## src/logic/mac_axis_pkg.sv

```systemverilog
package mac_axis_pkg;

	// ******************************
	// widths
	// ******************************

	// user and MAC data word
	localparam int DATA_W = 32;
	// one keep bit per byte lane
	localparam int KEEP_W = 4;
	// packet length as reported by the MAC
	localparam int LEN_W = 16;
	// trailing FCS bytes
	localparam int CRC_BYTES = 4;

	// ******************************
	// encodings
	// ******************************

	// valid byte count of a last word, packed from the top lane down
	typedef enum logic [1:0] {
		BE_FOUR  = 2'd0,
		BE_ONE   = 2'd1,
		BE_TWO   = 2'd2,
		BE_THREE = 2'd3
	} be_t;

	// MAC receive report, only good frames get queued
	typedef enum logic [2:0] {
		RX_OK      = 3'd0,
		RX_CRC_ERR = 3'd1,
		RX_LEN_ERR = 3'd2,
		RX_RUNT    = 3'd3
	} rx_status_t;

	// receive read sequencer
	typedef enum logic [1:0] {
		RD_IDLE  = 2'd0,
		RD_BURST = 2'd1,
		RD_GAP   = 2'd2
	} rd_state_t;

	// ******************************
	// grouped signals
	// ******************************

	// MAC word, also the FIFO entry
	typedef struct packed {
		logic              sop;
		logic              eop;
		be_t               be;
		logic [DATA_W-1:0] data;
	} mac_word_t;

	// user stream beat
	typedef struct packed {
		logic [DATA_W-1:0] tdata;
		logic [KEEP_W-1:0] tkeep;
		logic              tlast;
	} user_beat_t;

endpackage
```

## src/logic/mac_axis.sv

```systemverilog
`timescale 1ns/10ps

module mac_axis #(
	parameter int TX_AW = 4,
	parameter int RX_AW = 4,
	parameter int LEN_AW = 3
) (
	input  logic                           Rst_rx,
	input  logic                           MAC_rx_clk_div,
	// keep FCS bytes in the reported length
	input  logic                           append_crc,
	// transmit user side
	input  mac_axis_pkg::user_beat_t       tx_beat,
	input  logic                           tx_valid,
	output logic                           tx_ready,
	// transmit MAC side
	output mac_axis_pkg::mac_word_t        tx_word,
	output logic                           tx_wr,
	input  logic                           tx_wa,
	// receive MAC read path
	output logic                           rx_rd,
	input  mac_axis_pkg::mac_word_t        rx_word,
	input  logic                           rx_pa,
	// receive MAC length report
	input  logic                           rx_len_valid,
	input  logic [mac_axis_pkg::LEN_W-1:0] rx_len,
	input  mac_axis_pkg::rx_status_t       rx_status,
	// receive user side
	output mac_axis_pkg::user_beat_t       rx_beat,
	output logic [mac_axis_pkg::LEN_W-1:0] rx_tuser,
	output logic                           rx_valid,
	input  logic                           rx_tready
);

	import mac_axis_pkg::*;

	mac_word_t         rx_head;
	logic              rx_empty;
	logic              rx_pop;
	logic [KEEP_W-1:0] rx_keep;
	logic              len_pop;
	logic              len_ready;
	logic              credit_avail;
	logic              burst_done;

	// ******************************
	// transmit
	// ******************************

	tx_packer #(.AW(TX_AW)) tx_packer_i (
		.Rst_rx         (Rst_rx),
		.MAC_rx_clk_div (MAC_rx_clk_div),
		.tx_beat        (tx_beat),
		.tx_valid       (tx_valid),
		.tx_ready       (tx_ready),
		.tx_word        (tx_word),
		.tx_wr          (tx_wr),
		.tx_wa          (tx_wa)
	);

	// ******************************
	// receive
	// ******************************

	// length shown on tuser for the whole packet
	rx_length_queue #(.AW(LEN_AW)) len_queue_i (
		.Rst_rx         (Rst_rx),
		.MAC_rx_clk_div (MAC_rx_clk_div),
		.rx_len_valid   (rx_len_valid),
		.rx_len         (rx_len),
		.rx_status      (rx_status),
		.append_crc     (append_crc),
		.len_pop        (len_pop),
		.len_head       (rx_tuser),
		.len_ready      (len_ready)
	);

	// one credit per receive FIFO slot
	rx_credit_counter #(.DEPTH(1 << RX_AW)) credit_i (
		.Rst_rx         (Rst_rx),
		.MAC_rx_clk_div (MAC_rx_clk_div),
		.spend          (rx_rd),
		.refund         (rx_pop),
		.arrive         (rx_pa),
		.release_count  (burst_done),
		.credit_avail   (credit_avail)
	);

	rx_read_fsm read_fsm_i (
		.Rst_rx         (Rst_rx),
		.MAC_rx_clk_div (MAC_rx_clk_div),
		.len_ready      (len_ready),
		.len_pop        (len_pop),
		.credit_avail   (credit_avail),
		.rx_pa          (rx_pa),
		.rx_eop         (rx_word.eop),
		.rx_rd          (rx_rd),
		.burst_done     (burst_done)
	);

	// credits rule out overflow, full is not watched
	word_fifo #(
		.WIDTH ($bits(mac_word_t)),
		.AW    (RX_AW)
	) rx_fifo_i (
		.clk   (Rst_rx),
		.rst   (MAC_rx_clk_div),
		.push  (rx_pa),
		.din   (rx_word),
		.pop   (rx_pop),
		.dout  (rx_head),
		.empty (rx_empty),
		.full  ()
	);

	assign rx_valid = !rx_empty;
	assign rx_pop   = rx_valid && rx_tready;
	// length entry leaves with the last beat
	assign len_pop  = rx_pop && rx_head.eop;

	// byte enable back to a top-aligned keep mask
	always_comb begin
		case (rx_head.be)
			BE_ONE:   rx_keep = 4'b1000;
			BE_TWO:   rx_keep = 4'b1100;
			BE_THREE: rx_keep = 4'b1110;
			default:  rx_keep = 4'b1111;
		endcase
	end

	assign rx_beat = '{tdata: rx_head.data, tkeep: rx_keep, tlast: rx_head.eop};

endmodule

```

## src/logic/rx_read_fsm.sv

```systemverilog
`timescale 1ns/10ps

module rx_read_fsm (
	input  logic Rst_rx,
	input  logic MAC_rx_clk_div,
	// a good packet length is queued
	input  logic len_ready,
	// length entry consumed with the last beat
	input  logic len_pop,
	input  logic credit_avail,
	// returned MAC word strobe and its eop bit
	input  logic rx_pa,
	input  logic rx_eop,
	output logic rx_rd,
	output logic burst_done
);

	import mac_axis_pkg::*;

	rd_state_t state;
	// started packet whose length is still at the queue head
	logic      len_held;
	logic      eop_seen;

	assign eop_seen = rx_pa && rx_eop;

	// one pulse per packet, then the gap state
	assign burst_done = (state == RD_BURST) && eop_seen;

	// one word per credit while bursting
	// nothing asked on the cycle the packet ends
	assign rx_rd = (state == RD_BURST) && credit_avail && !eop_seen;

	// ******************************
	// read sequencing
	// ******************************

	always_ff @(posedge Rst_rx or posedge MAC_rx_clk_div) begin
		if (MAC_rx_clk_div) begin
			state    <= RD_IDLE;
			len_held <= 1'b0;
		end else begin
			// previous packet fully delivered
			if (len_pop)
				len_held <= 1'b0;
			case (state)
				RD_IDLE: begin
					// head entry must belong to a new packet
					if (len_ready && !len_held) begin
						state    <= RD_BURST;
						len_held <= 1'b1;
					end
				end
				RD_BURST: begin
					if (eop_seen)
						state <= RD_GAP;
				end
				// single dead cycle between packets
				RD_GAP: begin
					state <= RD_IDLE;
				end
				default: begin
					state <= RD_IDLE;
				end
			endcase
		end
	end

endmodule

```

## src/logic/rx_credit_counter.sv

```systemverilog
`timescale 1ns/10ps

module rx_credit_counter #(
	parameter int DEPTH = 16
) (
	input  logic Rst_rx,
	input  logic MAC_rx_clk_div,
	// read request issued to the MAC
	input  logic spend,
	// word popped by the user
	input  logic refund,
	// requested word landed in the receive FIFO
	input  logic arrive,
	// end of packet seen by the read FSM
	input  logic release_count,
	output logic credit_avail
);

	localparam int CW = $clog2(DEPTH + 1);

	// free FIFO slots minus requests in flight
	logic [CW-1:0] credits;
	// requests issued and not yet answered
	logic [CW-1:0] outstanding;
	// requests the MAC will drop after eop
	logic [CW-1:0] ignored;

	// the eop word itself answers one request
	assign ignored = outstanding - CW'(arrive);

	// single decision point for issuing reads
	assign credit_avail = (credits != '0);

	always_ff @(posedge Rst_rx or posedge MAC_rx_clk_div) begin
		if (MAC_rx_clk_div) begin
			credits     <= CW'(DEPTH);
			outstanding <= '0;
		end else begin
			// arrival moves a slot from in flight to occupied
			// so it leaves credits as they are
			credits <= credits - CW'(spend) + CW'(refund) +
			           (release_count ? ignored : '0);
			if (release_count)
				outstanding <= '0;
			else
				outstanding <= outstanding + CW'(spend) - CW'(arrive);
		end
	end

endmodule

```

## src/logic/rx_length_queue.sv

```systemverilog
`timescale 1ns/10ps

module rx_length_queue #(
	parameter int AW = 3
) (
	input  logic                           Rst_rx,
	input  logic                           MAC_rx_clk_div,
	// MAC end-of-packet report
	input  logic                           rx_len_valid,
	input  logic [mac_axis_pkg::LEN_W-1:0] rx_len,
	input  mac_axis_pkg::rx_status_t       rx_status,
	input  logic                           append_crc,
	// consumer side
	input  logic                           len_pop,
	output logic [mac_axis_pkg::LEN_W-1:0] len_head,
	output logic                           len_ready
);

	import mac_axis_pkg::*;

	// last sampled report level
	logic             valid_d;
	logic             rise;
	logic             push_q;
	logic [LEN_W-1:0] len_adj;
	logic [LEN_W-1:0] len_q;
	logic             len_empty;

	// report is a level, one entry per rising edge
	assign rise = rx_len_valid && !valid_d;

	// FCS stays counted only when it is kept in the data
	assign len_adj = append_crc ? rx_len : rx_len - LEN_W'(CRC_BYTES);

	// edge detect and qualify
	always_ff @(posedge Rst_rx or posedge MAC_rx_clk_div) begin
		if (MAC_rx_clk_div) begin
			valid_d <= 1'b0;
			push_q  <= 1'b0;
		end else begin
			valid_d <= rx_len_valid;
			// bad frames are never read, so never queued
			push_q  <= rise && (rx_status == RX_OK);
		end
	end

	// length captured alongside the push strobe
	always_ff @(posedge Rst_rx) begin
		if (rise)
			len_q <= len_adj;
	end

	word_fifo #(
		.WIDTH (LEN_W),
		.AW    (AW)
	) len_fifo_i (
		.clk   (Rst_rx),
		.rst   (MAC_rx_clk_div),
		.push  (push_q),
		.din   (len_q),
		.pop   (len_pop),
		.dout  (len_head),
		.empty (len_empty),
		.full  ()
	);

	assign len_ready = !len_empty;

endmodule

```

## src/logic/tx_packer.sv

```systemverilog
`timescale 1ns/10ps

module tx_packer #(
	parameter int AW = 4
) (
	input  logic                     Rst_rx,
	input  logic                     MAC_rx_clk_div,
	// user side
	input  mac_axis_pkg::user_beat_t tx_beat,
	input  logic                     tx_valid,
	output logic                     tx_ready,
	// MAC side
	output mac_axis_pkg::mac_word_t  tx_word,
	output logic                     tx_wr,
	input  logic                     tx_wa
);

	import mac_axis_pkg::*;

	// held low through reset, opens the user side one cycle later
	logic      ready_en;
	// high between the first and last beat of a packet
	logic      in_pkt;
	logic      accept;
	logic      fifo_full;
	logic      fifo_empty;
	be_t       be;
	mac_word_t push_word;

	assign tx_ready = ready_en && !fifo_full;
	assign accept   = tx_valid && tx_ready;

	// ******************************
	// keep to byte enable
	// ******************************

	// only top-aligned partial masks have a code
	// anything else goes out as a full word
	always_comb begin
		case (tx_beat.tkeep)
			4'b1110: be = BE_THREE;
			4'b1100: be = BE_TWO;
			4'b1000: be = BE_ONE;
			default: be = BE_FOUR;
		endcase
	end

	// sop from the packet flag, eop straight from tlast
	always_comb begin
		push_word.sop  = !in_pkt;
		push_word.eop  = tx_beat.tlast;
		push_word.be   = be;
		push_word.data = tx_beat.tdata;
	end

	// packet tracking
	always_ff @(posedge Rst_rx or posedge MAC_rx_clk_div) begin
		if (MAC_rx_clk_div) begin
			ready_en <= 1'b0;
			in_pkt   <= 1'b0;
		end else begin
			ready_en <= 1'b1;
			// single-beat packet leaves the flag clear
			if (accept)
				in_pkt <= !tx_beat.tlast;
		end
	end

	// ******************************
	// transmit FIFO
	// ******************************

	word_fifo #(
		.WIDTH ($bits(mac_word_t)),
		.AW    (AW)
	) tx_fifo_i (
		.clk   (Rst_rx),
		.rst   (MAC_rx_clk_div),
		.push  (accept),
		.din   (push_word),
		.pop   (tx_wr),
		.dout  (tx_word),
		.empty (fifo_empty),
		.full  (fifo_full)
	);

	// MAC takes a word on every cycle it is offered and accepted
	assign tx_wr = !fifo_empty && tx_wa;

endmodule

```

## src/logic/word_fifo.sv

```systemverilog
`timescale 1ns/10ps

module word_fifo #(
	parameter int WIDTH = 36,
	parameter int AW = 4
) (
	input  logic             clk,
	input  logic             rst,
	input  logic             push,
	input  logic [WIDTH-1:0] din,
	input  logic             pop,
	output logic [WIDTH-1:0] dout,
	output logic             empty,
	output logic             full
);

	localparam int DEPTH = 1 << AW;

	// register array storage
	logic [WIDTH-1:0] mem [DEPTH];
	// pointers carry one extra wrap bit
	logic [AW:0]      wr_ptr;
	logic [AW:0]      rd_ptr;
	logic             do_push;
	logic             do_pop;

	// qualified strobes, overflow and underflow requests dropped
	assign do_push = push && !full;
	assign do_pop  = pop && !empty;

	// same address and same wrap bit means nothing stored
	assign empty = (wr_ptr == rd_ptr);
	// same address, wrap bits differ
	assign full  = (wr_ptr[AW] != rd_ptr[AW]) &&
	               (wr_ptr[AW-1:0] == rd_ptr[AW-1:0]);

	// first word fall through
	// head is shown as soon as it is written
	assign dout = mem[rd_ptr[AW-1:0]];

	always_ff @(posedge clk or posedge rst) begin
		if (rst) begin
			wr_ptr <= '0;
			rd_ptr <= '0;
		end else begin
			if (do_push)
				wr_ptr <= wr_ptr + 1'b1;
			if (do_pop)
				rd_ptr <= rd_ptr + 1'b1;
		end
	end

	// write port
	always_ff @(posedge clk) begin
		if (do_push)
			mem[wr_ptr[AW-1:0]] <= din;
	end

endmodule

```

## config.mk

```make
export PLATFORM = sky130hd
export DESIGN_NAME = mac_axis
export DESIGN_NICKNAME = d
export VERILOG_FILES = /design/src/logic/mac_axis_pkg.sv /design/src/logic/mac_axis.sv /design/src/logic/rx_read_fsm.sv /design/src/logic/rx_credit_counter.sv /design/src/logic/rx_length_queue.sv /design/src/logic/tx_packer.sv /design/src/logic/word_fifo.sv
export SDC_FILE = /design/constraint.sdc
export NUM_CORES = 1
export LEC_CHECK = 0
export ABC_AREA = 1
export ABC_CLOCK_PERIOD_IN_PS = 4400
export BUFFER_PORTS_ARGS = -buffer_cell sky130_fd_sc_hd__buf_4
export CAP_MARGIN = 5
export CORE_UTILIZATION = 40
export CTS_CLUSTER_DIAMETER = 40
export CTS_CLUSTER_SIZE = 20
export DETAILED_ROUTE_END_ITERATION = 10
export PLACE_DENSITY = 0.55
export SYNTH_ARGS = -nofsm -noshare
export SYNTH_HDL_FRONTEND = slang
export SYNTH_SLANG_ARGS = --single-unit
```

## constraint.sdc

```tcl
create_clock -name Rst_rx -period 4.4 [get_ports Rst_rx]
set_clock_uncertainty 0.05 [all_clocks]
set_input_delay 0.66 -clock Rst_rx [delete_from_list [all_inputs] [get_ports Rst_rx]]
set_output_delay 0.66 -clock Rst_rx [all_outputs]
set_load 0.02 [all_outputs]
```

Word-level counts from Yosys, hierarchy flattened

Memory sizes are Yosys's and may differ from the RTL's.
Index checks and enable logic that the tools add are counted.

Register bits: 61
Logic and storage cells: 102
RAM bits: 1,280
Output and inout port bits: 93
Memories: 3

Memories:

| memory                     | depth | width | rd ports | clocked after Yosys merged registers in | write ports | line            | text |
|---|---|---|---|---|---|---|---|
| rx_fifo_i.mem              | 16    | 36    | 1        | 0                                       | 1           | word_fifo.sv:20 | `logic [WIDTH-1:0] mem [DEPTH];` |
| tx_packer_i.tx_fifo_i.mem  | 16    | 36    | 1        | 0                                       | 1           | word_fifo.sv:20 |  |
| len_queue_i.len_fifo_i.mem | 8     | 16    | 1        | 0                                       | 1           | word_fifo.sv:20 |  |

Multiplexer cells: 17
$add $sub $neg: 13
Reduce and logical (&&, ||, !) cells: 36
Equal/unequal tests: 18

Operators by type and width:

| operator                | number |
|---|---|
| $logic_and A1 B1 Y1     | 21 |
| $add A5 B1 Y5 const B   | 4 |
| $mux W16                | 1 |
| $sub A16 B3 Y16 const B | 1 |
| $sub A5 B1 Y5           | 3 |
| $eq A4 B4 Y1            | 3 |
| $eq A4 B4 Y1 const B    | 3 |
| $logic_not A1 Y1        | 11 |
| $add A5 B1 Y5           | 2 |
| $eq A5 B5 Y1            | 2 |
| $mux W5                 | 2 |
| $mux W1                 | 9 |
| $pmux W3 S3             | 1 |
| $add A4 B1 Y4 const B   | 2 |
| $pmux W2 S3             | 1 |
| $add A5 B5 Y5           | 1 |
| $reduce_bool A5 Y1      | 1 |
| $eq A2 B1 Y1 const B    | 2 |
| $eq A2 B2 Y1 const B    | 2 |
| $mux W2                 | 2 |
| $ne A2 B1 Y1 const B    | 2 |
| $pmux W2 S2             | 1 |
| $eq A3 B3 Y1            | 1 |
| $logic_not A3 Y1        | 1 |
| 3 further kinds         | 5 |

Logic depth before layout (Yosys ltp)

Gate-level depths: netlist of the first run.

Word-level depth: 8
Gate-level depth with buffers: 14
Depth with buffers taken out: 14

By module

A second synthesis of the first run with hierarchy kept.

Cell total of the unflattened synthesis: 4,878
Area, all modules: 55,724.7 um^2

By module, submodules not included:

| module                              | area an instance (um^2) | cells an instance | instances |
|---|---|---|---|
| word_fifo at rx_fifo_i ...          | 23,969.2                | 2,078             | 2 |
| word_fifo at len_queue_i.len_fifo_i | 5,551.6                 | 449               | 1 |
| rx_length_queue                     | 960.9                   | 101               | 1 |
| rx_credit_counter                   | 909.6                   | 115               | 1 |
| rx_read_fsm                         | 145.1                   | 21                | 1 |
| tx_packer                           | 143.9                   | 23                | 1 |
| mac_axis                            | 75.1                    | 13                | 1 |

Worst setup path before layout of the first run

Ideal clock, no wire load.

Kind: register -> register
From: register tx_packer_i.tx_fifo_i.rd_ptr[0]
To: memory tx_packer_i.tx_fifo_i.mem[11][0], enable pin
Arrival: 2.754 ns
Setup slack: 1.167 ns
Stages on the path, launching flop included: 9
Period minus slack after synthesis: 3.233 ns
Setup time: 0.429 ns
Cell sequence: dfrtp_1 > buf_4 > xor2_1 > nor2_1 > nand3_1 > nand3_2 > inv_2 > nand3_1 > nor2_1

Longest elaborated chain between the ends: 8

Ends and longest elaborated chain:

| element                           | line                             | text |
|---|---|---|
| from (decl)                       | word_fifo.sv:23                  | `logic [AW:0] rd_ptr;` |
| from (signal assigned)            | word_fifo.sv:49                  | `rd_ptr <= rd_ptr + 1'b1;` |
| $eq A4 B4 Y1 (*)                  | word_fifo.sv:35                  | `(wr_ptr[AW-1:0] == rd_ptr[AW-1:0]);` |
| $logic_and A1 B1 Y1 (*)           | word_fifo.sv:34                  | `assign full = (wr_ptr[AW] != rd_ptr[AW]) &&` |
| $logic_not A1 Y1 (*)              | tx_packer.sv:30, word_fifo.sv:28 |  |
| $logic_and A1 B1 Y1               | tx_packer.sv:30                  | `assign tx_ready = ready_en && !fifo_full;` |
| $logic_and A1 B1 Y1               | tx_packer.sv:31                  | `assign accept = tx_valid && tx_ready;` |
| $logic_and A1 B1 Y1 (*)           | word_fifo.sv:28                  | `assign do_push = push && !full;` |
| $mux W1 (*)                       | word_fifo.sv:55                  | `if (do_push)` |
| $mux W1 (implied by the code) (*) | word_fifo.sv:56                  | `mem[wr_ptr[AW-1:0]] <= din;` |
| to (decl)                         | word_fifo.sv:20                  |  |

Mark *: on every way between the ends. The rest lies on a longest branch, timed or not.

==> results of run 1 <==
==> cell type report <==
class	count	area [um2]
clock buffer	178	4390
clock inverter	147	1913
fill	11440	67190
inverter	90	355.3
multi-input combinational	2326	11790
sequential	1325	39580
tap	1742	2180
timing repair buffer	281	2412
==> layer usage <==
layer  part of all wire, %  up-vias  global-route usage, %
li1                      -    15120                      -
met3                   5.2      167                  3.722
met4                   1.7        8                  5.429
met2                    46      734                  30.27
met1                    47    16160                  28.40
met5                 0.046        -                      0
==> power by group <==
group / leakage (uW) / switching, uW / internal (uW)
registers: 0.0121 / 704 / 14900
logic: 0.00596 / 9080 / 4300
clock network: 0.00300 / 5820 / 9090
total: 0.0211 / 15600 / 28200
==> stage by stage <==
stage               worst slack, ns  hold WS (ns)  util [%]  total power (uW)
global placement              1.015        0.4122     43.34             29210
floorplan                     1.167        0.3925         -             24250
CTS                          0.1520       0.01820     48.24             44330
finish                       0.2312       0.09549     48.24             43850
global route                0.05218       0.05579     48.24             46230
detailed placement            1.011        0.4270     43.34             29330
==> timing repair <==
| action | 4_1_cts | 5_1_grt |
|---|---|---|
| hold buffers | 6 | 0 |
| hold endpoints to repair | 22 | 0 |
| endpoints found under the setup margin | 0 | 0 |
==> flip-flops by register name, indices dropped and copies added (netlist names), 2 cells and up <==
signal and cells:
read_fsm_i.state 2, len_queue_i.len_fifo_i.rd_ptr 4, tx_packer_i.tx_fifo_i.mem 576, tx_packer_i.tx_fifo_i.wr_ptr 5, rx_fifo_i.wr_ptr 5, rx_fifo_i.mem 560
credit_i.outstanding 5, len_queue_i.len_fifo_i.wr_ptr 4, tx_packer_i.tx_fifo_i.rd_ptr 5, len_queue_i.len_q 16, rx_fifo_i.rd_ptr 5, len_queue_i.len_fifo_i.mem 128
credit_i.credits 5
==> worst max-delay path by stage <==
stage / start / endpoint / slack (ns) / cells after the start
finish: rx_fifo_i.rd_ptr[0] / rx_beat[26] / 0.23 / 7
global route: rx_fifo_i.rd_ptr[1] / rx_beat[2] / 0.05 / 9
CTS: rx_fifo_i.rd_ptr[1] / rx_beat[2] / 0.15 / 9
detailed placement: rx_fifo_i.rd_ptr[1] / rx_beat[2] / 1.01 / 9
global placement: rx_fifo_i.rd_ptr[1] / rx_beat[2] / 1.01 / 9
floorplan: tx_packer_i.tx_fifo_i.rd_ptr[0] / tx_packer_i.tx_fifo_i.mem[11][0] / 1.17 / 8
==> placed cells by master, fill, tap and decap left out, types with 32 or more instances in the layout <==
| cell type | count |
|---|---|
| buf_4 | 252 |
| clkbuf_16 | 175 |
| dfrtp_1 | 36 |
| edfxtp_1 | 1280 |
| inv_1 | 77 |
| nand2_1 | 310 |
| nand3_1 | 137 |
| nor2_1 | 853 |
| nor2_4 | 34 |
| o211ai_1 | 96 |
| o21ai_0 | 549 |
| o221ai_1 | 42 |
| o22ai_1 | 79 |
| o32ai_1 | 105 |
| xor2_1 | 32 |
==> cell usage after synthesis (all sizes together) (12+ instances only) <==
library cell / n
buf: 108
clkbuf: 143
dfrtp: 44
edfxtp: 1280
ha: 31
inv: 90
nand2: 313
nand3: 139
nor2: 889
o211ai: 96
o21ai: 555
o221ai: 42
o22ai: 79
o32ai: 105
xnor2: 12
xor2: 32
==> cells by family after synthesis <==
group,synth area share [%]
simple gates,10.20
flops,75.32
compound gates,10.13
buf+inv,2.763
xor+xnor,0.7336
fa+ha+maj,0.8527
other cells,0.007139
==> impl_metrics.env, run 1 <==
export IMPL_core_um2=129800
export IMPL_critPathCaptureType="primary output"
export IMPL_final_area_um2=62630
export IMPL_grt_pass1_wl_um=195500
export IMPL_io_pins=193
export IMPL_dpl_hpwl_um=66790
export IMPL_leakagePower_uw=0.02106
export IMPL_gpl_final_weighted_congestion=0.7405
export IMPL_r2r_cells=10
export IMPL_synthToLayoutAreaGrowth_pct=19.22
export IMPL_status="complete, no violations"
export IMPL_dr_pass1_iters=5
export IMPL_port_buffers=190
export IMPL_synth_area_leaders="edfxtp_1, nor2_1, o21ai_0"
export IMPL_numCtsBuffers=173
export IMPL_crit_family="buffers and inverters"
export IMPL_syn_area_per_cell_um2=13.16
export IMPL_maxSlewHeadroom_pct=20.62
export IMPL_wl_per_cell_um=21.40
export IMPL_synth_warnings=0
export IMPL_final_cells=6089
export IMPL_netlist_top_cell_by_area="edfxtp_1"
export IMPL_cts_resized=0
export IMPL_min_to="rx_fifo_i.mem[6][1]"
export IMPL_fp_dieH_um=364.4
export IMPL_path_class="flip-flop to primary output"
export IMPL_vias=32180
export IMPL_cts_htree_levels=4
export IMPL_wl_um=130300
export IMPL_powerDensity_nw_per_um2=700.2
export IMPL_gr_usage_all_layers_pct=19.64
export IMPL_cp_start_kind="flip-flop"
export IMPL_setup_violations=0
export IMPL_synth_top_cell_area_share_pct=73.17
export IMPL_antenna_cells=0
export IMPL_rsz0062_at_grt="no"
export IMPL_syn_inst=3991
export IMPL_period_needed_ns=4.169
export IMPL_ant_nets=0
export IMPL_fmax_mhz=239.9
export IMPL_yosysSeqAreaShare_pct=75.32
export IMPL_clockBufferDepth=3
export IMPL_path_buf_inv=3
export IMPL_timing_final_crit_share_pct=94.75
export IMPL_cp_cell_sequence="inv_8, buf_4, o21ai_0, o221ai_1, nand3_1, nand3_1, buf_4"
export IMPL_remaining_drc_errors=0
export IMPL_die_area_um2=132800
export IMPL_synth_enable_flop_cells=1280
export IMPL_clock_sinks=1325
export IMPL_rr_endpoint="rx_fifo_i.mem[2][0]"
export IMPL_vias_per_cell=5.285
export IMPL_drv_cap=0
export IMPL_worst_pin_slew_ns=1.191
export IMPL_yosysUniqueCellTypes=36
export IMPL_hold_class="input pin to flip-flop"
export IMPL_hold_path_startpoint="rx_word[1]"
export IMPL_place_area_um2=56260
export IMPL_start_util_pct=40.47
export IMPL_finalMaxSlewViolations=0
export IMPL_reg2reg_from="rx_fifo_i.rd_ptr[0]"
export IMPL_grt_overflow_total=0
export IMPL_crit_fanout=60
export IMPL_grt_start_max_net_pins=159
export IMPL_hold_depth=1
export IMPL_critPathMaxStageDelay_ns=0.75
export IMPL_setup_tns_ns=0
export IMPL_syn_cell_area_um2=52530
export IMPL_grt_pass1_vias=30780
export IMPL_r2r_setup_slack_ns=1.10
export IMPL_synth_ff_latch_count=1325
export IMPL_synth_ff_type="edfxtp_1"
export IMPL_cts_root_buf="clkbuf_16"
export IMPL_clkLatencyLatePin_ns=0.79
export IMPL_crit_required_ns=3.69
export IMPL_fp_row_count=132
export IMPL_post_cts_buffers=0
export IMPL_antenna_found_initial=4
export IMPL_cts_tree="yes"
export IMPL_irDropWorstVdd_mv=0.6066
export IMPL_nets=4331
export IMPL_final_layout_size_suffix_gt1_share_pct=14.86
export IMPL_dp_cells=5758
export IMPL_drt_iter0_drc=2606
export IMPL_async_reset_ff_share_pct=3.396
export IMPL_arrival_ns=3.46
export IMPL_die_x_um=364.4
export IMPL_clk_pin_slew_worst_paths_ns=0.07
export IMPL_crit_slowest_cell="dfrtp_4"
export IMPL_hold_viol=0
No activity file was read; power rests on OpenSTA's default activity.
==> run 2: changes to the inputs <==
CELL_PAD_IN_SITES_DETAIL_PLACEMENT = 1   (was default)
CELL_PAD_IN_SITES_GLOBAL_PLACEMENT = 2   (was default)
PLACE_DENSITY = 0.72   (was 0.55)
==> impl_metrics.env, run 2 (synthesized netlist as in run 1, its figures left out) <==
export IMPL_status="complete, no violations"
export IMPL_maxSlewHeadroom_pct=23.89
export IMPL_io_pins=193
export IMPL_grt_overflow_total=0
export IMPL_largest_reg_flops=576
export IMPL_cts_htree_levels=4
export IMPL_irDropWorstVdd_mv=0.5574
export IMPL_crit_family="buffers and inverters"
export IMPL_dr_pass1_iters=5
export IMPL_met1_length_um=65630
export IMPL_cts_root_buf="clkbuf_16"
export IMPL_cp_start_kind="flip-flop"
export IMPL_drt_iter0_drc=2669
export IMPL_path_class="flip-flop to primary output"
export IMPL_clkLatencyLatePin_ns=0.78
export IMPL_cts_tree="yes"
export IMPL_top_layer="met5"
export IMPL_clock_sinks=1325
export IMPL_grt_start_max_net_pins=226
export IMPL_remaining_drc_errors=0
export IMPL_r2r_setup_slack_ns=1.19
export IMPL_timing_final_crit_share_pct=91.92
export IMPL_wl_per_cell_um=23.13
export IMPL_r2r_cells=9
export IMPL_vias=33160
export IMPL_met3_length_um=6822
export IMPL_reg2reg_from="rx_fifo_i.rd_ptr[2]"
export IMPL_layout_common_cells="edfxtp_1, nor2_1, o21ai_0, nand2_1, buf_4"
export IMPL_crit_required_ns=3.69
export IMPL_arrival_ns=3.33
export IMPL_setup_violations=0
export IMPL_hold_path_startpoint="rx_word[17]"
export IMPL_worst_pin_slew_ns=1.142
export IMPL_cts_resized=0
export IMPL_gr_usage_all_layers_pct=21.41
export IMPL_rsz0062_at_grt="no"
export IMPL_grt_pass1_vias=34030
export IMPL_dpl_hpwl_um=76840
export IMPL_place_ws_ns=1.098
export IMPL_cp_cell_sequence="buf_12, o21ai_0, o22ai_1, nand2_1, nand3_1, inv_2, ha_1, inv_1, buf_4"
export IMPL_utilization_pct=48.39
export IMPL_powerDensity_nw_per_um2=705.2
export IMPL_hold_viol=0
export IMPL_grt_pass1_wl_um=212800
export IMPL_clk_pin_slew_worst_paths_ns=0.07
export IMPL_crit_fanout=225
export IMPL_wl_um=141500
export IMPL_crit_slowest_cell="buf_12"
export IMPL_rr_endpoint="rx_fifo_i.mem[4][19]"
export IMPL_antenna_found_initial=7
export IMPL_fp_dieH_um=364.4
export IMPL_mostFrequentLayoutCell="edfxtp_1"
export IMPL_start_util_pct=40.47
export IMPL_setup_slack_ns=0.3555
export IMPL_min_to="rx_fifo_i.mem[1][17]"
export IMPL_die_x_um=364.4
export IMPL_clockBufferDepth=3
export IMPL_power_uw=44290
export IMPL_setup_tns_ns=0
export IMPL_port_buffers=190
export IMPL_hold_depth=1
export IMPL_ant_nets=0
export IMPL_fmax_mhz=247.2
export IMPL_fp_row_count=132
export IMPL_numCtsBuffers=181
export IMPL_vias_per_cell=5.417
export IMPL_drv_cap=0
export IMPL_wl_met2_um=66070
export IMPL_synthToLayoutAreaGrowth_pct=19.58
export IMPL_finalMaxSlewViolations=0
export IMPL_holdWs_ns=0.1107
export IMPL_final_layout_size_suffix_gt1_share_pct=15.23
export IMPL_path_buf_inv=4
export IMPL_critPathMaxStageDelay_ns=0.66
export IMPL_die_area_um2=132800
export IMPL_nets=4348
export IMPL_leakagePower_uw=0.02116
export IMPL_gpl_final_weighted_congestion=0.7356
export IMPL_period_needed_ns=4.045
export IMPL_hold_class="input pin to flip-flop"
export IMPL_core_um2=129800
export IMPL_critPathCaptureType="primary output"
## run 2: cell count changes in the layout (fill, tap and decap cells not counted), sizes merged
cell and delta:
clkinv -4, buf +9, diode +5, clkinvlp -2, inv +9, clkbuf +23
bufinv -9
## run 2: repair_timing
action | CTS | global route
hold endpoints to repair | 26 | 0
hold buffers | 6 | 0
buffers inserted | 0 | 0
## run 2: worst max path at each step
| stage | start | to | slack [ns] | cells past startpoint |
|---|---|---|---|---|
| final | rx_fifo_i.rd_ptr[0] | rx_beat[2] | 0.36 | 9 |
| after floorplan | tx_packer_i.tx_fifo_i.rd_ptr[0] | tx_packer_i.tx_fifo_i.mem[11][0] | 1.17 | 8 |
| after CTS | rx_fifo_i.rd_ptr[0] | rx_beat[2] | 0.23 | 9 |
| after detailed placement | rx_fifo_i.rd_ptr[0] | rx_beat[2] | 1.10 | 9 |
| after global placement | rx_word[34] | credit_i.credits[4] | 1.12 | 13 |
| after global routing | rx_fifo_i.rd_ptr[0] | rx_beat[2] | 0.12 | 9 |
## run 2: worst register-to-register path, delay by kind of cell (launching register included)
kind,cells,cell delay [ns]
buffers and inverters,2,0.57
DFF,1,0.83
and+or+nand+nor,7,1.43
## run 2: area by class of cell
cell class | count | area [um2]
flip-flops and latches | 1325 | 39580
multi-input cells | 2326 | 11790
fillers | 13040 | 67000
diodes | 5 | 12.51
well taps | 1742 | 2180
inverters | 90 | 355.3
clock buffers | 201 | 4753
repair buffers | 290 | 2580
clock inverters | 141 | 1564
## run 2: power breakdown
group | switching [uW] | total, uW | internal [uW] | leakage, uW
clock | 5970 | 15000 | 9060 | 0.00304
combinational | 9540 | 13900 | 4330 | 0.00602
sequential | 544 | 15400 | 14900 | 0.0121
total | 16000 | 44300 | 28200 | 0.0212
## run 2: layer usage
metal / GRT usage (%) / up-vias
met5: 0 / -
met4: 6.154 / 2
met3: 3.516 / 200
met2: 34.07 / 694
met1: 30.29 / 17070
li1: - / 15190
## run 2: through the flow
step	cells	cell area (um2)
2_1_floorplan	3992	52530
4_1_cts	6115	62800
3_5_place_dp	5767	56420
3_3_place_gp	5767	56420
6_report	6120	62810
5_1_grt	6117	62810
==> run 3: changes to the inputs <==
RECOVER_POWER = 100   (was default)
==> impl_metrics.env, run 3 (synthesized netlist as in run 1, its figures left out) <==
export IMPL_final_layout_size_suffix_gt1_share_pct=10.66
export IMPL_period_needed_ns=4.213
export IMPL_cp_cell_sequence="buf_4, nand2_1, inv_2, clkbuf_4, nand2_1, nand3_1, clkbuf_2"
export IMPL_maxSlewHeadroom_pct=-47.74
export IMPL_die_x_um=364.4
export IMPL_grt_overflow_total=0
export IMPL_worst_pin_slew_ns=2.208
export IMPL_die_area_um2=132800
export IMPL_hold_viol=0
export IMPL_nets=4348
export IMPL_io_pins=193
export IMPL_clock_sinks=1325
export IMPL_vias=33220
export IMPL_drv_cap=15
export IMPL_synthToLayoutAreaGrowth_pct=17.64
export IMPL_gpl_final_weighted_congestion=0.7356
export IMPL_failed_checks="max-capacitance violations, max-slew violations"
export IMPL_cts_tree="yes"
export IMPL_place_ws_ns=1.098
export IMPL_clk_pin_slew_worst_paths_ns=0.06
export IMPL_powerDensity_nw_per_um2=704.0
export IMPL_clkLatencyLatePin_ns=0.79
export IMPL_vias_per_cell=5.429
export IMPL_critPathCaptureType="primary output"
export IMPL_fmax_mhz=237.3
export IMPL_arrival_ns=3.50
export IMPL_largest_reg_flops=576
export IMPL_ant_nets=0
export IMPL_fp_row_count=132
export IMPL_wl_um=141600
export IMPL_multi_input_area_um2=11550
export IMPL_crit_slowest_cell="dfrtp_1"
export IMPL_crit_required_ns=3.69
export IMPL_dr_pass1_iters=5
export IMPL_cp_start_kind="flip-flop"
export IMPL_critPathMaxStageDelay_ns=0.95
export IMPL_grt_start_max_net_pins=226
export IMPL_status="finished with violations"
export IMPL_cts_root_buf="clkbuf_16"
export IMPL_layout_common_cells="edfxtp_1, nor2_1, o21ai_0, nand2_1, clkbuf_16"
export IMPL_fillerInstances=13190
export IMPL_mostFrequentLayoutCell="edfxtp_1"
export IMPL_setup_tns_ns=0
export IMPL_seq_area_um2=39580
export IMPL_crit_family="buffers and inverters"
export IMPL_leakagePower_uw=0.02051
export IMPL_grt_pass1_wl_um=212800
export IMPL_cts_htree_levels=4
export IMPL_wl_per_cell_um=23.13
export IMPL_antenna_found_initial=10
export IMPL_numCtsBuffers=181
export IMPL_drt_iter0_drc=2695
export IMPL_crit_fanout=20
export IMPL_rsz0062_at_grt="no"
export IMPL_gr_usage_all_layers_pct=21.41
export IMPL_port_buffers=190
export IMPL_grt_pass1_vias=34030
export IMPL_path_buf_inv=4
export IMPL_clockBufferDepth=3
export IMPL_timing_final_crit_share_pct=95.76
export IMPL_hold_class="input pin to flip-flop"
export IMPL_remaining_drc_errors=0
export IMPL_path_class="flip-flop to primary output"
export IMPL_setup_violations=0
export IMPL_cts_resized=0
export IMPL_irDropWorstVdd_mv=0.5523
export IMPL_start_util_pct=40.47
export IMPL_finalMaxSlewViolations=219
export IMPL_path_common_cell="nand2_1"
export IMPL_core_um2=129800
export IMPL_setup_slack_ns=0.1868
export IMPL_fp_dieH_um=364.4
export IMPL_dpl_hpwl_um=76840
## run 3: cell count changes in the layout (fill, tap and decap cells not counted), moves of 7 or more
cell | before | now
buf_4 | 253 | 66
clkbuf_1 | 13 | 177
nor2_4 | 34 | 3
nor2_1 | 853 | 877
clkbuf_2 | 0 | 22
buf_12 | 31 | 23
clkbuf_4 | 0 | 8
nor2_2 | 2 | 9
## run 3: final cells by class
| cell class | count | share of cell area (%) |
|---|---|---|
| Antenna cell | 4 | 0.01620 |
| Clock buffer | 201 | 7.692 |
| Clock inverter | 141 | 2.531 |
| Inverter | 90 | 0.5750 |
| Multi-Input combinational cell | 2326 | 18.68 |
| Sequential cell | 1325 | 64.05 |
| Tap cell | 1742 | 3.527 |
| Timing Repair Buffer | 290 | 2.924 |
## run 3: layer usage
| layer | routed length (um) | share of wire [%] | GRT usage, % | vias up |
|---|---|---|---|---|
| li1 | - | - | - | 15180 |
| met1 | 65900 | 47 | 30.29 | 17160 |
| met2 | 66130 | 47 | 34.07 | 672 |
| met3 | 6550 | 4.6 | 3.516 | 206 |
| met4 | 2947 | 2.1 | 6.154 | 6 |
| met5 | 34 | 0.024 | 0 | - |
## run 3: per-stage QoR
stage	util, %	power [uW]	hold slack, ns	area [um2]	instances
floorplan	-	24250	0.3925	52530	3992
global placement	43.47	29500	0.4152	56420	5767
detailed placement	43.47	29700	0.4279	56420	5767
CTS	48.38	44830	0.03025	62800	6115
global route	47.60	45790	0.08433	61790	6118
finish	47.60	43510	0.1204	61800	6119
## run 3: repair_timing
item | 4_1_cts | 5_1_grt
hold buffers | 6 | 0
buffers inserted | 0 | 0
hold endpoints to repair | 26 | 0
setup endpoints to repair | 0 | 0
## run 3: worst paths after layout
path	start	endpoint	slack [ns]	cells after the start
min in group asynchronous	MAC_rx_clk_div	tx_packer_i.tx_fifo_i.rd_ptr[3]	0.75	3
worst max-delay path	tx_packer_i.tx_fifo_i.rd_ptr[2]	tx_word[3]	0.19	7
worst min-delay path	rx_len[13]	len_queue_i.len_q[13]	0.12	3
max in group asynchronous	MAC_rx_clk_div	rx_fifo_i.rd_ptr[0]	1.47	4
worst max register to register	tx_packer_i.tx_fifo_i.rd_ptr[2]	tx_packer_i.tx_fifo_i.mem[15][17]	0.19	6
worst min register to register	len_queue_i.len_fifo_i.wr_ptr[3]	len_queue_i.len_fifo_i.wr_ptr[3]	0.43	1
## run 3: where the power goes
group | switching, uW | total [uW] | internal (uW)
Sequential | 540 | 15400 | 14900
Clock | 5960 | 15000 | 9060
Combinational | 9410 | 13100 | 3670
Total | 15900 | 43500 | 27600
## run 3: worst register-to-register path: stages (launching register included)
cell and delay [ns]:
dfrtp_1 0.95, xor2_1 0.20, nor2_1 0.09, nand3_1 0.09, nand3_1 0.24, nor2_1 1.33
clkbuf_4 0.85
